File: src/hw/dma_csr_pkg.sv
package dma_csr_pkg;

    // =========================================================================
    // Control port types
    // =========================================================================

    // Every register in the bank is one 32-bit word
    typedef logic [31:0] csr_word_t;

    // Byte address into the 128-byte slave window
    typedef logic [6:0] csr_addr_t;

    // Register index, taken from the byte address shifted right by two.
    // Five bits cover all 32 word slots of the window
    typedef enum logic [4:0] {
        BUFF_HI   = 5'd0,
        BUFF_LO   = 5'd1,
        BUFF_SIZE = 5'd2,
        START     = 5'd3,
        PAUSE     = 5'd4
    } csr_index_e;

    // Access response codes, same encoding as an AXI response field
    typedef enum logic [1:0] {
        OKAY   = 2'd0,
        SLVERR = 2'd2,
        DECERR = 2'd3
    } csr_resp_e;

endpackage

File: src/hw/dma_bus_pkg.sv
package dma_bus_pkg;

    // =========================================================================
    // AXI master read channel fields
    // =========================================================================

    // Host addresses are full 64-bit PCIe addresses
    localparam int ADDR_WIDTH = 64;

    typedef logic [ADDR_WIDTH-1:0] bus_addr_t;

    // Beats per burst minus one
    typedef logic [7:0] burst_len_t;

    // log2 of the bytes in one beat
    typedef logic [2:0] burst_size_t;

    typedef enum logic [1:0] {
        FIXED = 2'd0,
        INCR  = 2'd1,
        WRAP  = 2'd2
    } burst_type_e;

    // States of the AR request machine
    typedef enum logic [1:0] {
        REQ_IDLE,
        REQ_LOAD,
        REQ_ISSUE
    } req_state_e;

endpackage

File: src/hw/dma_csr_bank.sv
module dma_csr_bank (
    input  logic                    clk,
    input  logic                    resetn,
    input  logic                    csr_write,
    input  dma_csr_pkg::csr_addr_t  csr_waddr,
    input  dma_csr_pkg::csr_word_t  csr_wdata,
    input  logic                    csr_read,
    input  dma_csr_pkg::csr_addr_t  csr_raddr,
    output logic                    csr_wdone,
    output dma_csr_pkg::csr_resp_e  csr_wresp,
    output logic                    csr_rdone,
    output dma_csr_pkg::csr_word_t  csr_rdata,
    output dma_csr_pkg::csr_resp_e  csr_rresp,
    output logic                    fetch_start,
    output dma_bus_pkg::bus_addr_t  buff_base,
    output dma_csr_pkg::csr_word_t  buff_blocks,
    output logic                    dma_paused
);
    import dma_csr_pkg::*;

    // Stored registers
    csr_word_t  reg_buff_hi;
    csr_word_t  reg_buff_lo;
    csr_word_t  reg_buff_size;
    csr_word_t  reg_pause;

    // Word indices of the current accesses
    csr_index_e widx;
    csr_index_e ridx;

    assign widx = csr_index_e'(csr_waddr[6:2]);
    assign ridx = csr_index_e'(csr_raddr[6:2]);

    // The requester sees the buffer description straight from the registers
    assign buff_base   = {reg_buff_hi, reg_buff_lo};
    assign buff_blocks = reg_buff_size;

    // DMA is held off for as long as the countdown has not reached zero
    assign dma_paused = (reg_pause != '0);

    // =========================================================================
    // Write side, the start strobe and the pause countdown
    // =========================================================================
    always_ff @(posedge clk) begin
        if (!resetn) begin
            reg_buff_hi   <= '0;
            reg_buff_lo   <= '0;
            reg_buff_size <= '0;
            reg_pause     <= '0;
            csr_wdone     <= 1'b0;
            fetch_start   <= 1'b0;
        end else begin
            // Both strobes last exactly one cycle
            csr_wdone   <= csr_write;
            fetch_start <= 1'b0;

            // The pause register runs down by one every cycle until it hits zero
            if (dma_paused) begin
                reg_pause <= reg_pause - 1'b1;
            end

            if (csr_write) begin
                csr_wresp <= OKAY;
                case (widx)
                    BUFF_HI:   reg_buff_hi   <= csr_wdata;
                    BUFF_LO:   reg_buff_lo   <= csr_wdata;
                    BUFF_SIZE: reg_buff_size <= csr_wdata;
                    PAUSE:     reg_pause     <= csr_wdata;   // overrides the decrement
                    START:     fetch_start   <= 1'b1;
                    default:   csr_wresp     <= DECERR;
                endcase
            end
        end
    end

    // =========================================================================
    // Read side
    // =========================================================================
    always_ff @(posedge clk) begin
        if (!resetn) begin
            csr_rdone <= 1'b0;
        end else begin
            csr_rdone <= csr_read;
        end

        if (csr_read) begin
            csr_rresp <= OKAY;
            case (ridx)
                BUFF_HI:   csr_rdata <= reg_buff_hi;
                BUFF_LO:   csr_rdata <= reg_buff_lo;
                BUFF_SIZE: csr_rdata <= reg_buff_size;
                PAUSE:     csr_rdata <= reg_pause;
                // START is write-only and the remaining slots are unmapped
                default: begin
                    csr_rdata <= '0;
                    csr_rresp <= DECERR;
                end
            endcase
        end
    end

endmodule

File: src/hw/dma_burst_requester.sv
module dma_burst_requester #(
    parameter int data_bytes      = 64,
    parameter int beats_per_burst = 32
) (
    input  logic                        clk,
    input  logic                        resetn,
    input  logic                        fetch_start,
    input  dma_bus_pkg::bus_addr_t      buff_base,
    input  dma_csr_pkg::csr_word_t      buff_blocks,
    input  logic                        dma_paused,
    input  logic                        arready,
    output logic                        arvalid,
    output dma_bus_pkg::bus_addr_t      araddr,
    output dma_bus_pkg::burst_len_t     arlen,
    output dma_bus_pkg::burst_size_t    arsize,
    output dma_bus_pkg::burst_type_e    arburst,
    output logic                        fetching
);
    import dma_bus_pkg::*;
    import dma_csr_pkg::*;

    // Address step from one burst to the next
    localparam bus_addr_t BURST_BYTES = bus_addr_t'(data_bytes * beats_per_burst);

    req_state_e state;

    // Requests still to be accepted in the current pass, this one included
    csr_word_t  blocks_left;

    // Burst shape never changes
    assign arlen   = burst_len_t'(beats_per_burst - 1);
    assign arsize  = burst_size_t'($clog2(data_bytes));
    assign arburst = INCR;

    // Once started the controller keeps fetching until reset
    assign fetching = (state != REQ_IDLE);

    // =========================================================================
    // AR request machine
    // =========================================================================
    always_ff @(posedge clk) begin
        if (!resetn) begin
            state   <= REQ_IDLE;
            arvalid <= 1'b0;
        end else begin
            case (state)
                // Wait for software to write the start register
                REQ_IDLE: begin
                    if (fetch_start) begin
                        state <= REQ_LOAD;
                    end
                end

                // Latch the buffer description and present the first request
                REQ_LOAD: begin
                    if (!dma_paused) begin
                        araddr      <= buff_base;
                        blocks_left <= buff_blocks;
                        arvalid     <= 1'b1;
                        state       <= REQ_ISSUE;
                    end
                end

                REQ_ISSUE: begin
                    if (arvalid && arready) begin
                        if (blocks_left <= 1) begin
                            // Last block of the pass, go back to the buffer base
                            arvalid <= 1'b0;
                            state   <= REQ_LOAD;
                        end else begin
                            // Step to the next burst and hold it back while paused
                            araddr      <= araddr + BURST_BYTES;
                            blocks_left <= blocks_left - 1'b1;
                            arvalid     <= !dma_paused;
                        end
                    end else if (!arvalid && !dma_paused) begin
                        // Pause has run out so the held address goes out now
                        arvalid <= 1'b1;
                    end
                end

                default: state <= REQ_IDLE;
            endcase
        end
    end

endmodule

File: src/hw/dma_read_stream.sv
module dma_read_stream #(
    parameter int data_bytes = 64
) (
    input  logic                      rvalid,
    input  logic [data_bytes*8-1:0]   rdata,
    input  logic                      rlast,
    input  logic                      tready,
    input  logic                      fetching,
    output logic                      rready,
    output logic                      tvalid,
    output logic [data_bytes*8-1:0]   tdata,
    output logic                      burst_done
);

    // =========================================================================
    // Read beats to stream, no storage in between
    // =========================================================================

    // Beats only reach the stream while a fetch is running
    assign tvalid = rvalid && fetching;

    // The sink throttles the read channel.
    // When not fetching every beat is swallowed so the bridge never stalls
    assign rready = tready || !fetching;

    // The last beat of a burst has been handed to the sink
    assign burst_done = rvalid && rready && rlast && fetching;

    // The bridge delivers the bytes little-endian.
    // Put them back in their original order
    for (genvar i = 0; i < data_bytes; i++) begin : g_swap
        assign tdata[i*8 +: 8] = rdata[(data_bytes-1-i)*8 +: 8];
    end

endmodule

File: src/hw/dma_progress_monitor.sv
module dma_progress_monitor (
    input  logic                    clk,
    input  logic                    resetn,
    input  logic                    fetch_start,
    input  dma_csr_pkg::csr_word_t  buff_blocks,
    input  logic                    burst_done,
    input  logic                    tready,
    output logic                    irq_eob,
    output logic                    preload_complete
);
    import dma_csr_pkg::*;

    // Bursts still to arrive before the end of the buffer
    csr_word_t  blocks_to_read;

    // Set by a start and cleared by the first sink stall after it
    logic       preload_armed;

    // =========================================================================
    // End-of-buffer interrupt
    // =========================================================================
    always_ff @(posedge clk) begin
        if (!resetn) begin
            blocks_to_read <= '0;
            irq_eob        <= 1'b0;
        end else begin
            irq_eob <= 1'b0;

            if (fetch_start) begin
                blocks_to_read <= buff_blocks;
            end else if (burst_done) begin
                if (blocks_to_read == 1) begin
                    // Whole buffer received, start counting the next pass
                    blocks_to_read <= buff_blocks;
                    irq_eob        <= 1'b1;
                end else begin
                    blocks_to_read <= blocks_to_read - 1'b1;
                end
            end
        end
    end

    // =========================================================================
    // Preload complete
    // =========================================================================

    // The first time the sink pushes back after a start, its buffer is full
    always_ff @(posedge clk) begin
        if (!resetn) begin
            preload_armed    <= 1'b0;
            preload_complete <= 1'b0;
        end else begin
            preload_complete <= 1'b0;

            if (fetch_start) begin
                preload_armed <= 1'b1;
            end else if (preload_armed && !tready) begin
                preload_armed    <= 1'b0;
                preload_complete <= 1'b1;
            end
        end
    end

endmodule

File: src/hw/dma_fetch_top.sv
module dma_fetch_top #(
    parameter int data_bytes      = 64,
    parameter int beats_per_burst = 32
) (
    input  logic                        clk,
    input  logic                        resetn,
    // Control port
    input  logic                        csr_write,
    input  dma_csr_pkg::csr_addr_t      csr_waddr,
    input  dma_csr_pkg::csr_word_t      csr_wdata,
    output logic                        csr_wdone,
    output dma_csr_pkg::csr_resp_e      csr_wresp,
    input  logic                        csr_read,
    input  dma_csr_pkg::csr_addr_t      csr_raddr,
    output logic                        csr_rdone,
    output dma_csr_pkg::csr_word_t      csr_rdata,
    output dma_csr_pkg::csr_resp_e      csr_rresp,
    // AXI read address channel
    output logic                        arvalid,
    output dma_bus_pkg::bus_addr_t      araddr,
    output dma_bus_pkg::burst_len_t     arlen,
    output dma_bus_pkg::burst_size_t    arsize,
    output dma_bus_pkg::burst_type_e    arburst,
    input  logic                        arready,
    // AXI read data channel
    input  logic                        rvalid,
    input  logic [data_bytes*8-1:0]     rdata,
    input  logic                        rlast,
    output logic                        rready,
    // Stream output
    output logic                        tvalid,
    output logic [data_bytes*8-1:0]     tdata,
    input  logic                        tready,
    // Status strobes
    output logic                        irq_eob,
    output logic                        preload_complete
);
    import dma_bus_pkg::*;
    import dma_csr_pkg::*;

    logic       fetch_start;
    bus_addr_t  buff_base;
    csr_word_t  buff_blocks;
    logic       dma_paused;
    logic       fetching;
    logic       burst_done;

    dma_csr_bank u_csr (
        .clk, .resetn,
        .csr_write, .csr_waddr, .csr_wdata, .csr_read, .csr_raddr,
        .csr_wdone, .csr_wresp, .csr_rdone, .csr_rdata, .csr_rresp,
        .fetch_start, .buff_base, .buff_blocks, .dma_paused
    );

    dma_burst_requester #(
        .data_bytes      (data_bytes),
        .beats_per_burst (beats_per_burst)
    ) u_req (
        .clk, .resetn,
        .fetch_start, .buff_base, .buff_blocks, .dma_paused, .arready,
        .arvalid, .araddr, .arlen, .arsize, .arburst, .fetching
    );

    dma_read_stream #(
        .data_bytes (data_bytes)
    ) u_stream (
        .rvalid, .rdata, .rlast, .tready, .fetching,
        .rready, .tvalid, .tdata, .burst_done
    );

    dma_progress_monitor u_mon (
        .clk, .resetn,
        .fetch_start, .buff_blocks, .burst_done, .tready,
        .irq_eob, .preload_complete
    );

endmodule

File: config.mk
export PLATFORM = sky130hd
export DESIGN_NAME = dma_fetch_top
export DESIGN_NICKNAME = d
export VERILOG_FILES = /design/src/hw/dma_csr_pkg.sv /design/src/hw/dma_bus_pkg.sv /design/src/hw/dma_csr_bank.sv /design/src/hw/dma_burst_requester.sv /design/src/hw/dma_read_stream.sv /design/src/hw/dma_progress_monitor.sv /design/src/hw/dma_fetch_top.sv
export SDC_FILE = /design/constraint.sdc
export NUM_CORES = 1
export LEC_CHECK = 0
export ABC_AREA = 1
export BUFFER_PORTS_ARGS = -buffer_cell sky130_fd_sc_hd__buf_2
export CELL_PAD_IN_SITES_DETAIL_PLACEMENT = 0
export CELL_PAD_IN_SITES_GLOBAL_PLACEMENT = 1
export CORE_AREA = 5 5 469 471
export CTS_BUF_LIST = sky130_fd_sc_hd__clkbuf_2 sky130_fd_sc_hd__clkbuf_4 sky130_fd_sc_hd__clkbuf_8
export CTS_CLUSTER_DIAMETER = 80
export DETAILED_ROUTE_END_ITERATION = 6
export DIE_AREA = 0 0 474 476
export GPL_TIMING_DRIVEN = 0
export PLACE_DENSITY = 0.43
export SLEW_MARGIN = 30
export SYNTH_ARGS = -nofsm -noshare
export SYNTH_HDL_FRONTEND = slang
export SYNTH_HIERARCHICAL = 1
export SYNTH_SLANG_ARGS = --single-unit
export TNS_END_PERCENT = 1
File: constraint.sdc
create_clock -name clk -period 3.5 [get_ports clk]
set_input_delay 0.7 -clock clk [delete_from_list [all_inputs] [get_ports clk]]
set_output_delay 0.7 -clock clk [all_outputs]
set_load 0.03 [all_outputs]
==> results of run 1 <==
worst paths after layout:
path	cells after the start	end	slack, ps	start
worst min register to register	2	u_mon/preload_armed	460	u_mon/preload_armed
worst max register to register	13	u_req/blocks_left[30]	520	u_csr/reg_pause[17]
worst max-delay path	13	u_req/blocks_left[30]	520	u_csr/reg_pause[17]
worst min-delay path	3	u_csr/csr_wresp[0]	290	csr_waddr[6]
tightest hold or removal path, delay by kind of cell:
kind / cells / cell delay [ps]
buffers and inverters: 2 / 160
AOI/OAI and AO/OA: 1 / 50
stage by stage:
| step | setup TNS [ps] | cell area [µm²] | hold slack (ps) |
|---|---|---|---|
| after floorplan | 0 | 20800 | 433 |
| after global placement | -174580 | 27800 | 443 |
| after detailed placement | 0 | 27800 | 446 |
| after CTS | 0 | 29300 | 180 |
| after global routing | 0 | 29300 | 228 |
| final | 0 | 29300 | 293 |
synth_stat cells (all sizes together):
| cell type | count |
|---|---|
| clkinv | 4 |
| o21ai | 191 |
| a22oi | 1 |
| nor4 | 1 |
| inv | 229 |
| edfxtp | 130 |
| nor4b | 1 |
| conb | 2 |
| or2 | 2 |
| a211oi | 1 |
| nand3b | 3 |
| dfxtp | 169 |
| nor3b | 1 |
| buf | 559 |
| clkbuf | 63 |
| a31oi | 39 |
| nor2b | 1 |
| ha | 7 |
| xnor2 | 22 |
| xor2 | 41 |
| o21bai | 6 |
| nor3 | 12 |
| nand4 | 45 |
| o22ai | 32 |
| a21oi | 151 |
| nor2 | 396 |
| o21a | 1 |
| nand2 | 631 |
| nand3 | 169 |
power breakdown:
part	leakage [nW]	switching, mW	internal [mW]
Combinational	9.34	3.66	1.64
Clock	0.780	1.97	2.46
Sequential	2.62	0.332	3.94
Total	12.7	5.96	8.04
state kept, by name, summed over array words and instances (netlist names):
signal                  flops
u_req/blocks_left          32
u_req/araddr               64
u_csr/fetch_start           1
u_csr/csr_rdata            32
u_csr/csr_wresp             1
u_req/arvalid               1
u_mon/preload_complete      1
u_csr/csr_rresp             1
u_req/state                 2
u_mon/irq_eob               1
u_csr/reg_buff_lo          32
u_csr/reg_pause            32
u_csr/buff_blocks          32
u_csr/reg_buff_hi          32
u_mon/blocks_to_read       32
u_csr/csr_rdone             1
u_mon/preload_armed         1
u_csr/csr_wdone             1
metal layers:
metal / GRT usage / routed length [µm] / vias up
met5: 0 / 131 / -
met4: 0.0305 / 3010 / 22
met3: 0.0262 / 9260 / 168
met2: 0.178 / 60800 / 985
met1: 0.130 / 53600 / 10200
li1: - / - / 10400
final cells by class:
type                    instances  area share
diodes                         13     0.00111
plain buffers                 622       0.149
clock buffers                 101      0.0423
clock inverters                23     0.00730
inverters                     233      0.0300
multi-input cells            1767       0.284
flip-flops and latches        299       0.249
well taps                    2854       0.122
repair buffers                671       0.116
cells by family (layout without fill, tap and decap cells):
group / Yosys count / count (layout) / synth area share
xor gates and xnor gates: 63 / 63 / 0.0265
and+or+nand+nor: 1262 / 1262 / 0.256
adders and majority gates: 7 / 7 / 0.00421
buffers and inverters: 855 / 1650 / 0.252
AOI/OAI and AO/OA: 422 / 422 / 0.111
other: 2 / 26 / 0.000361
DFF: 299 / 299 / 0.350
==> run_results.csv, run 1 <==
group,metric,value,unit
status,outcome,"finished, final reports clean",
power,powerDensity,477,mW/mm²
timing,final_max_slew_viol_count,0,
critical_path,critical_path.max_fanout,59,
cells_and_area,design.final.nets,4235,
clocking,post_cts.repair.setup_buffers,0,
worst_hold_path,min_path_type,"in -> reg",
yosys,netlist_top_cells_area,"buf_4 19%, edfxtp_1 19%, dfxtp_1 16%",
critical_path,start_kind,"flip-flop",
yosys,post_synth_inst_count,2910,
critical_path,largest_stage_delay_worst_path,350,ps
timing,final_hold_violating_endpoints,0,
flow_run,drv.max_cap_violation_count,0,
global_routing,number_of_antenna_violations_at_the_first_check_in_global_routing,46,
floorplanning,floorplan.core_area,0.216,mm²
clocking,numCtsBuffers,68,
cells_and_area,fillers,25100,
cells_and_area,final_core_utilization,0.136,
placement,gp_routability_congestion,0.911,
timing,clock_skew,88.8,ps
yosys,warnings_synthesis,6,
power,cellLeakagePower,12.7,nW
clocking,cts_tree,"yes",
drt,dr.first_iter.drc_count,1423,
global_routing,largest_net_degree_at_the_start_of_global_routing,60,
critical_path,cp_top_family,"simple AND/OR/NAND/NOR gates",
floorplanning,placement_rows,171,
yosys,synth_seq_area_share,0.350,
clocking,ctsHoldBuffers,0,
cells_and_area,drive_above_1_share,0.385,
power,vdd_drop_max,0.264,mV
clocking,clockRootBuffer,"clkbuf_8",
global_routing,first_global_vias,20800,
floorplanning,die_area,0.226,mm²
drt,ant_nets,0,
cells_and_area,layout-area-overhead-vs-synth,40.9,%
placement,dp_hpwl,108000,µm
timing,unrepaired_setup_endpoints_after_global_routing,"false",
cells_and_area,seqCellArea,0.00729,mm²
critical_path,path_cells,"nor2_1 > nand2_1 > nor2_1 > nand2_1 > inv_1 > nand2_1 > buf_2 > nand2_1 > nand2_1 > inv_1 > nand3_1 > inv_6 > buf_16",
timing,post-route-worst-setup-slack,521,ps
critical_path,required,3830,ps
placement,dpl.cell_count,6446,
placement,place_ws,229,ps
timing,period_share,0.851,
global_routing,grt_use_total,0.104,
global_routing,globalRouteOverflowTotal,0,
global_routing,grt_first_pass_wirelength,166000,µm
critical_path,worst-path-buf-inv,5,
yosys,syn_avg_cell_area,7.15,µm²
timing,slew_headroom,0.339,
floorplanning,dieHeight,476,µm
clocking,tritoncts_sink_count,299,
timing,achievable-frequency,336,MHz
critical_path,crit_arrival,3310,ps
critical_path,timing.critical_path.slowest_stage_cell,"dfxtp_1",
yosys,share_of_the_synthesized_area_in_the_top_cell_type,0.190,
clocking,cts.htree.levels,3,
cells_and_area,finish.cell_count_without_fillers,6583,
yosys,distinct_cell_type_count_of_the_synthesized_netlist,43,
timing,timing_worst_slew_pin_value,988,ps
critical_path,criticalPathCategory,"reg -> reg",
cells_and_area,final_common_cell,"buf_2",
clocking,insertion_delay,750,ps
power,post-layout-total-power,14.0,mW
drt,via_density_per_instance,3.31,
drt,route.vias.total,21800,
floorplanning,start_util,0.0965,
cells_and_area,area_of_combinational_cells_with_multiple_inputs,0.00832,mm²
yosys,synthesis.area,0.0208,mm²
drt,wl,127000,µm
critical_path,worst_setup_path_end_kind,"flip-flop",
floorplanning,dieWidth,474,µm
drt,drt_pass1_iterations,6,
yosys,number_of_flip_flops_and_latches_in_the_synthesized_netlist,299,
cells_and_area,layout_common_cells,"691 x buf_2, 619 x nand2_1, 528 x buf_4, 356 x nor2_1, 223 x inv_1",
clocking,cts_resized,0,
drt,drt-wirelength-per-cell,19.3,µm
floorplanning,ios,1198,
critical_path,cpMostUsedCell,"nand2_1",
clocking,clkSlewWorstSetupHoldPaths,60,ps
timing,setup_violations,0,
yosys,post_synthesis_cell_type_with_the_largest_combined_area,"buf_4",
clocking,cts.path.max_buffers,3,
placement,io_buffer_count,668,
timing,timing.final.crit_period,2980,ps
drt,drcViolationCount,0,
(Power assumes the default switching activity.)
==> run 2, diff against run 1 <==
Settings changed: CORE_AREA 5 5 469 471 to 5 5 457 459, DIE_AREA 0 0 474 476 to 0 0 462 464, PLACE_DENSITY 0.43 to 0.44, SLEW_MARGIN 30 to default.
==> run 2 against run 1 <==
  * Core utilization grew 0.71 points
  * Via count is 1.3% higher
  * Wire length rose by 2.8%
  * Combinational power about the same
  * Clock skew is 11 ps higher
  * First-iteration DRC count rose by 2.2%
  * Design area shrank 0.51%
  * Sequential cell count did not move
  * Non-clock buffer count decreased by 2
  * Count of clock-buffer cells in the layout unchanged
  * Total power up 1.6%
  * Largest cell class unchanged
  * Worst hold slack got worse by 56 ps
==> run_results.csv, run 2 (same netlist as run 1, synthesis figures left out) <==
group,metric,value,unit
timing,final_hold_violating_endpoints,0,
timing,timing.final.crit_period,3030,ps
critical_path,critical_path.max_fanout,10,
critical_path,largest_stage_delay_worst_path,750,ps
critical_path,rrSetupSlack,500,ps
clocking,cts.path.max_buffers,3,
clocking,cts.htree.levels,3,
critical_path,timing.critical_path.to,"u_csr/csr_rdata[13]",
critical_path,timing.critical_path.slowest_stage_cell,"nand3_1",
timing,timing_worst_slew_pin_value,947,ps
global_routing,grt_use_total,0.113,
timing,unrepaired_setup_endpoints_after_global_routing,"false",
power,cellLeakagePower,12.8,nW
floorplanning,floorplan.core_area,0.204,mm²
floorplanning,dieWidth,462,µm
global_routing,number_of_antenna_violations_at_the_first_check_in_global_routing,57,
timing,final_max_slew_viol_count,0,
floorplanning,start_util,0.102,
cells_and_area,design.final.nets,4234,
clocking,clkSlewWorstSetupHoldPaths,50,ps
cells_and_area,finish.cell_count_without_fillers,6418,
cells_and_area,layout-area-overhead-vs-synth,40.2,%
placement,dpl-instance-area,0.0276,mm²
critical_path,critPathLaunch,"csr_raddr[3]",
timing,post-route-worst-setup-slack,473,ps
drt,drcViolationCount,0,
cells_and_area,fillers,23700,
placement,gp_routability_congestion,0.959,
global_routing,largest_net_degree_at_the_start_of_global_routing,58,
critical_path,path_cells,"buf_2 > nor2_2 > nand3_1 > clkbuf_1 > o22ai_1 > a31oi_1 > nand2_1",
cells_and_area,drive_above_1_share,0.384,
critical_path,start_kind,"input pin",
timing,slew_headroom,0.365,
global_routing,grt_first_pass_wirelength,171000,µm
drt,drt-wirelength-per-cell,20.3,µm
global_routing,first_global_vias,21500,
critical_path,crit_arrival,3620,ps
clocking,cts_tree,"yes",
flow_run,drv.max_cap_violation_count,0,
clocking,numCtsBuffers,69,
critical_path,criticalPathCategory,"in -> reg",
critical_path,critical_path.reg2reg.startpoint,"u_csr/reg_pause[17]",
clocking,clockRootBuffer,"clkbuf_8",
timing,worst_hold_margin,238,ps
drt,ant_nets,0,
drt,route.vias.total,22100,
placement,place_ws,-974,ps
status,outcome,"finished, final reports clean",
cells_and_area,final_common_cell,"buf_2",
floorplanning,die_area,0.214,mm²
cells_and_area,layout_common_cells,"691 x buf_2, 619 x nand2_1, 527 x buf_4, 356 x nor2_1, 223 x inv_1",
clocking,tritoncts_sink_count,299,
timing,final.setup.tns,0,ps
floorplanning,ios,1198,
power,vdd_drop_max,0.254,mV
clocking,ctsHoldBuffers,0,
clocking,insertion_delay,780,ps
critical_path,r2r_end,"u_req/araddr[47]",
cells_and_area,largest_reg_flops,64,
drt,wl,130000,µm
worst_hold_path,timing.hold.worst.start,"tready",
clocking,post_cts.repair.setup_buffers,0,
critical_path,worst_setup_path_end_kind,"flip-flop",
timing,achievable-frequency,330,MHz
cells_and_area,largest_register,"u_req/araddr",
timing,setup_violations,0,
critical_path,worst-r2r-cell-count,13,
critical_path,required,4100,ps
placement,dp_hpwl,111000,µm
timing,period_share,0.865,
floorplanning,placement_rows,166,
drt,via_density_per_instance,3.44,
timing,clock_skew,99.5,ps
drt,dr.first_iter.drc_count,1454,
power,powerDensity,488,mW/mm²
drt,drt_pass1_iterations,5,
cells_and_area,final_design_area_no_fill,0.0292,mm²
placement,dpl.cell_count,6278,
floorplanning,dieHeight,464,µm
placement,io_buffer_count,668,
global_routing,globalRouteOverflowTotal,0,
worst_hold_path,min_path_type,"in -> reg",
## run 2: worst min path at each step
stage	endpoint	slack (ps)	depth (start not counted)
after global routing	u_csr/reg_buff_hi[27]	220	3
after detailed placement	u_mon/preload_armed	450	2
after global placement	u_mon/preload_armed	440	2
final	u_mon/preload_complete	240	2
after CTS	u_mon/preload_complete	160	2
after floorplan	u_mon/preload_armed	430	2
## run 2: layout make-up
class,instances,area [µm²],share of cell area
well taps,2688,3360,0.115
multi-input cells,1767,8320,0.285
repair buffers,669,3370,0.116
clock inverters,27,288,0.00987
flip-flops and latches,299,7290,0.250
inverters,233,877,0.0301
diodes,12,30.0,0.00103
plain buffers,622,4370,0.150
clock buffers,101,1250,0.0430
## run 2: power by group
part	internal, mW	leakage (nW)	switching [mW]	total, mW
Combinational	1.64	9.33	3.67	5.31
Clock	2.59	0.807	2.06	4.65
Sequential	3.94	2.62	0.323	4.27
## run 2: through the flow
stage	util	power, mW
2_1_floorplan	-	7.91
3_3_place_gp	0.135	9.69
3_5_place_dp	0.135	9.60
4_1_cts	0.143	14.4
5_1_grt	0.143	15.0
6_report	0.143	14.2
## run 2: what timing repair did
| action | CTS | global route |
|---|---|---|
| hold endpoints to repair | 0 | 0 |
| setup endpoints to repair | 9 | 0 |
| resized for setup | 1 | 0 |
## run 2: per-layer routing
| metal | vias up | track usage | wire length [µm] |
|---|---|---|---|
| met3 | 176 | 0.0316 | 10800 |
| met5 | - | 0 | 155 |
| li1 | 10400 | - | - |
| met2 | 1073 | 0.186 | 60200 |
| met1 | 10400 | 0.140 | 54800 |
| met4 | 26 | 0.0439 | 4460 |
## run 2: critical path: cells and delay by family
family	cells	cell delay [ps]
compound gates	2	620
buf+inv	2	650
simple gates	3	1620
==> run 3, diff against run 2 <==
Settings changed: GPL_ROUTABILITY_DRIVEN from default to 0, PLACE_DENSITY 0.44 to default, PLACE_DENSITY_LB_ADDON from default to 0.3.
==> run 3 against run 2 <==
  * Clock power decreased by 4.9%
  * Critical path depth unchanged
  * Clock skew decreased by 22 ps
  * Critical path type unchanged
  * Register-to-register slack about the same
  * Final cell count about the same
  * Design area fell by 0.30%
  * Sequential power barely moved
  * Sequential share of layout area is 0.076 points higher
  * Maximum frequency rose by 0.48%
  * Wire length is 2.8% lower
  * Largest cell class unchanged
  * First-iteration DRC count shrank 8.7%
==> run_results.csv, run 3 (same netlist as run 1, synthesis figures left out) <==
group,metric,value,unit
global_routing,number_of_antenna_violations_at_the_first_check_in_global_routing,55,
drt,drcViolationCount,0,
clocking,post_cts.repair.setup_buffers,0,
clocking,cts_tree,"yes",
clocking,cts.htree.levels,3,
timing,timing_worst_slew_pin_value,949,ps
clocking,tritoncts_sink_count,299,
drt,dr.first_iter.drc_count,1327,
critical_path,largest_stage_delay_worst_path,750,ps
power,cell_internal_pwr,8.01,mW
power,vdd_drop_max,0.243,mV
critical_path,critical_path.reg2reg.startpoint,"u_csr/reg_pause[0]",
clocking,clkSlewWorstSetupHoldPaths,60,ps
cells_and_area,layout-area-overhead-vs-synth,39.7,%
floorplanning,die_area,0.214,mm²
power,post-layout-total-power,14.0,mW
cells_and_area,largest_reg_flops,64,
placement,dp_hpwl,108000,µm
drt,wl,127000,µm
cells_and_area,drive_above_1_share,0.383,
drt,route.vias.total,21800,
timing,worst_hold_margin,261,ps
global_routing,first_global_vias,21200,
critical_path,criticalPathCategory,"in -> reg",
placement,io_buffer_count,668,
clocking,numCtsBuffers,67,
critical_path,r2r_end,"u_req/araddr[59]",
power,power.switching_fraction,0.428,
drt,ant_nets,0,
timing,setup_violations,0,
worst_hold_path,timing.hold.worst.start,"tready",
worst_hold_path,min_path_type,"in -> reg",
clocking,clockRootBuffer,"clkbuf_8",
critical_path,start_kind,"input pin",
timing,final_hold_violating_endpoints,0,
floorplanning,start_util,0.102,
global_routing,globalRouteOverflowTotal,0,
critical_path,crit_arrival,3600,ps
critical_path,path_cells,"buf_2 > nor2_2 > nand3_1 > clkbuf_1 > o22ai_1 > a31oi_1 > nand2_1",
cells_and_area,largest_register,"u_req/araddr",
power,cellLeakagePower,12.7,nW
power,power_dissipated_by_switching_net_loads,5.98,mW
critical_path,worst-path-buf-inv,2,
clocking,ctsHoldBuffers,0,
clocking,insertion_delay,740,ps
status,outcome,"finished, final reports clean",
critical_path,timing.critical_path.slowest_stage_cell,"nand3_1",
critical_path,cp_top_family,"simple AND/OR/NAND/NOR gates",
drt,drt-wirelength-per-cell,19.7,µm
timing,timing.final.crit_period,3010,ps
power,share_seq_of_total_power,0.305,
floorplanning,floorplan.core_area,0.204,mm²
critical_path,worst-r2r-cell-count,14,
drt,via_density_per_instance,3.40,
global_routing,grt_first_pass_wirelength,168000,µm
critical_path,rrSetupSlack,490,ps
timing,clock_skew,77.0,ps
worst_hold_path,worst_hold_path.endpoint,"u_mon/preload_complete",
timing,achievable-frequency,332,MHz
cells_and_area,layout_common_cells,"691 x buf_2, 619 x nand2_1, 527 x buf_4, 356 x nor2_1, 223 x inv_1",
floorplanning,dieHeight,464,µm
timing,slew_headroom,0.367,
timing,final_max_slew_viol_count,0,
timing,period_share,0.861,
worst_hold_path,worst_hold_path.num_cells,2,
global_routing,grt_use_total,0.110,
floorplanning,dieWidth,462,µm
power,powerDensity,481,mW/mm²
cells_and_area,final_common_cell,"buf_2",
floorplanning,placement_rows,166,
cells_and_area,design.final.nets,4232,
clocking,cts.path.max_buffers,3,
power,power_frac_clock,0.316,
critical_path,worst_setup_path_end_kind,"flip-flop",
drt,drt_pass1_iterations,5,
global_routing,largest_net_degree_at_the_start_of_global_routing,59,
flow_run,drv.max_cap_violation_count,0,
floorplanning,ios,1198,
power,comb_power_share,0.379,
timing,unrepaired_setup_endpoints_after_global_routing,"false",
critical_path,required,4080,ps
critical_path,critical_path.max_fanout,10,
==> run 3: cell types whose count changed in the layout (fill, tap and decap cells not counted), moves of 2 or more <==
| cell | before | now |
|---|---|---|
| inv_8 | 0 | 2 |
| diode_2 | 12 | 15 |
| clkbuf_8 | 79 | 73 |
| clkinvlp_4 | 2 | 4 |
| inv_12 | 5 | 1 |
==> run 3: area by class of cell <==
type	instances	area [µm²]
diodes	15	37.5
plain buffers	622	4370
clock buffers	96	1180
clock inverters	28	267
fillers	23700	175000
inverters	233	877
multi-input cells	1767	8320
flip-flops and latches	299	7290
well taps	2688	3360
repair buffers	669	3370
==> run 3: metal layers <==
layer / part of all wire / global-route usage / up-vias
met5: 0.0011 / 0 / -
li1: - / - / 10400
met2: 0.46 / 0.181 / 1014
met4: 0.031 / 0.0355 / 22
met1: 0.43 / 0.141 / 10200
met3: 0.077 / 0.0272 / 183
==> run 3: worst max-delay path by stage <==
stage                             start                     to  slack (ps)  depth (start not counted)
detailed placement         csr_raddr[3]    u_csr/csr_rdata[13]        -930                          7
floorplan            u_csr/reg_pause[0]       u_req/araddr[11]          20                         13
CTS                  u_csr/reg_pause[0]  u_req/blocks_left[26]         460                         14
global route         u_csr/reg_pause[0]       u_req/araddr[59]         240                         14
finish                     csr_raddr[3]    u_csr/csr_rdata[13]         490                          7
global placement    u_csr/reg_pause[17]       u_req/araddr[62]       -1770                         12
==> run 3: power groups by stage <==
stage | registers, mW | clock network (mW) | logic, mW
3_3_place_gp | 4.36 | 0 | 5.31
2_1_floorplan | 4.33 | 0 | 3.58
5_1_grt | 4.30 | 4.73 | 5.78
3_5_place_dp | 4.34 | 0 | 5.27
6_report | 4.27 | 4.42 | 5.30
4_1_cts | 4.26 | 4.62 | 5.29
==> run 3: stage by stage <==
step | cells | cell area [µm²] | TNS, ps | util | setup slack [ps]
floorplan | 2921 | 20800 | 0 | - | 21.4
global placement | 6277 | 27600 | -172550 | 0.135 | -1770
detailed placement | 6278 | 27600 | -23760 | 0.135 | -926
CTS | 6402 | 29000 | 0 | 0.142 | 457
global route | 6409 | 29000 | 0 | 0.142 | 236
finish | 6417 | 29100 | 0 | 0.143 | 487
==> run 3: timing repair <==
action | in CTS | in global routing
resized for setup | 1 | 0
hold endpoints to repair | 0 | 0
setup endpoints to repair | 4 | 0
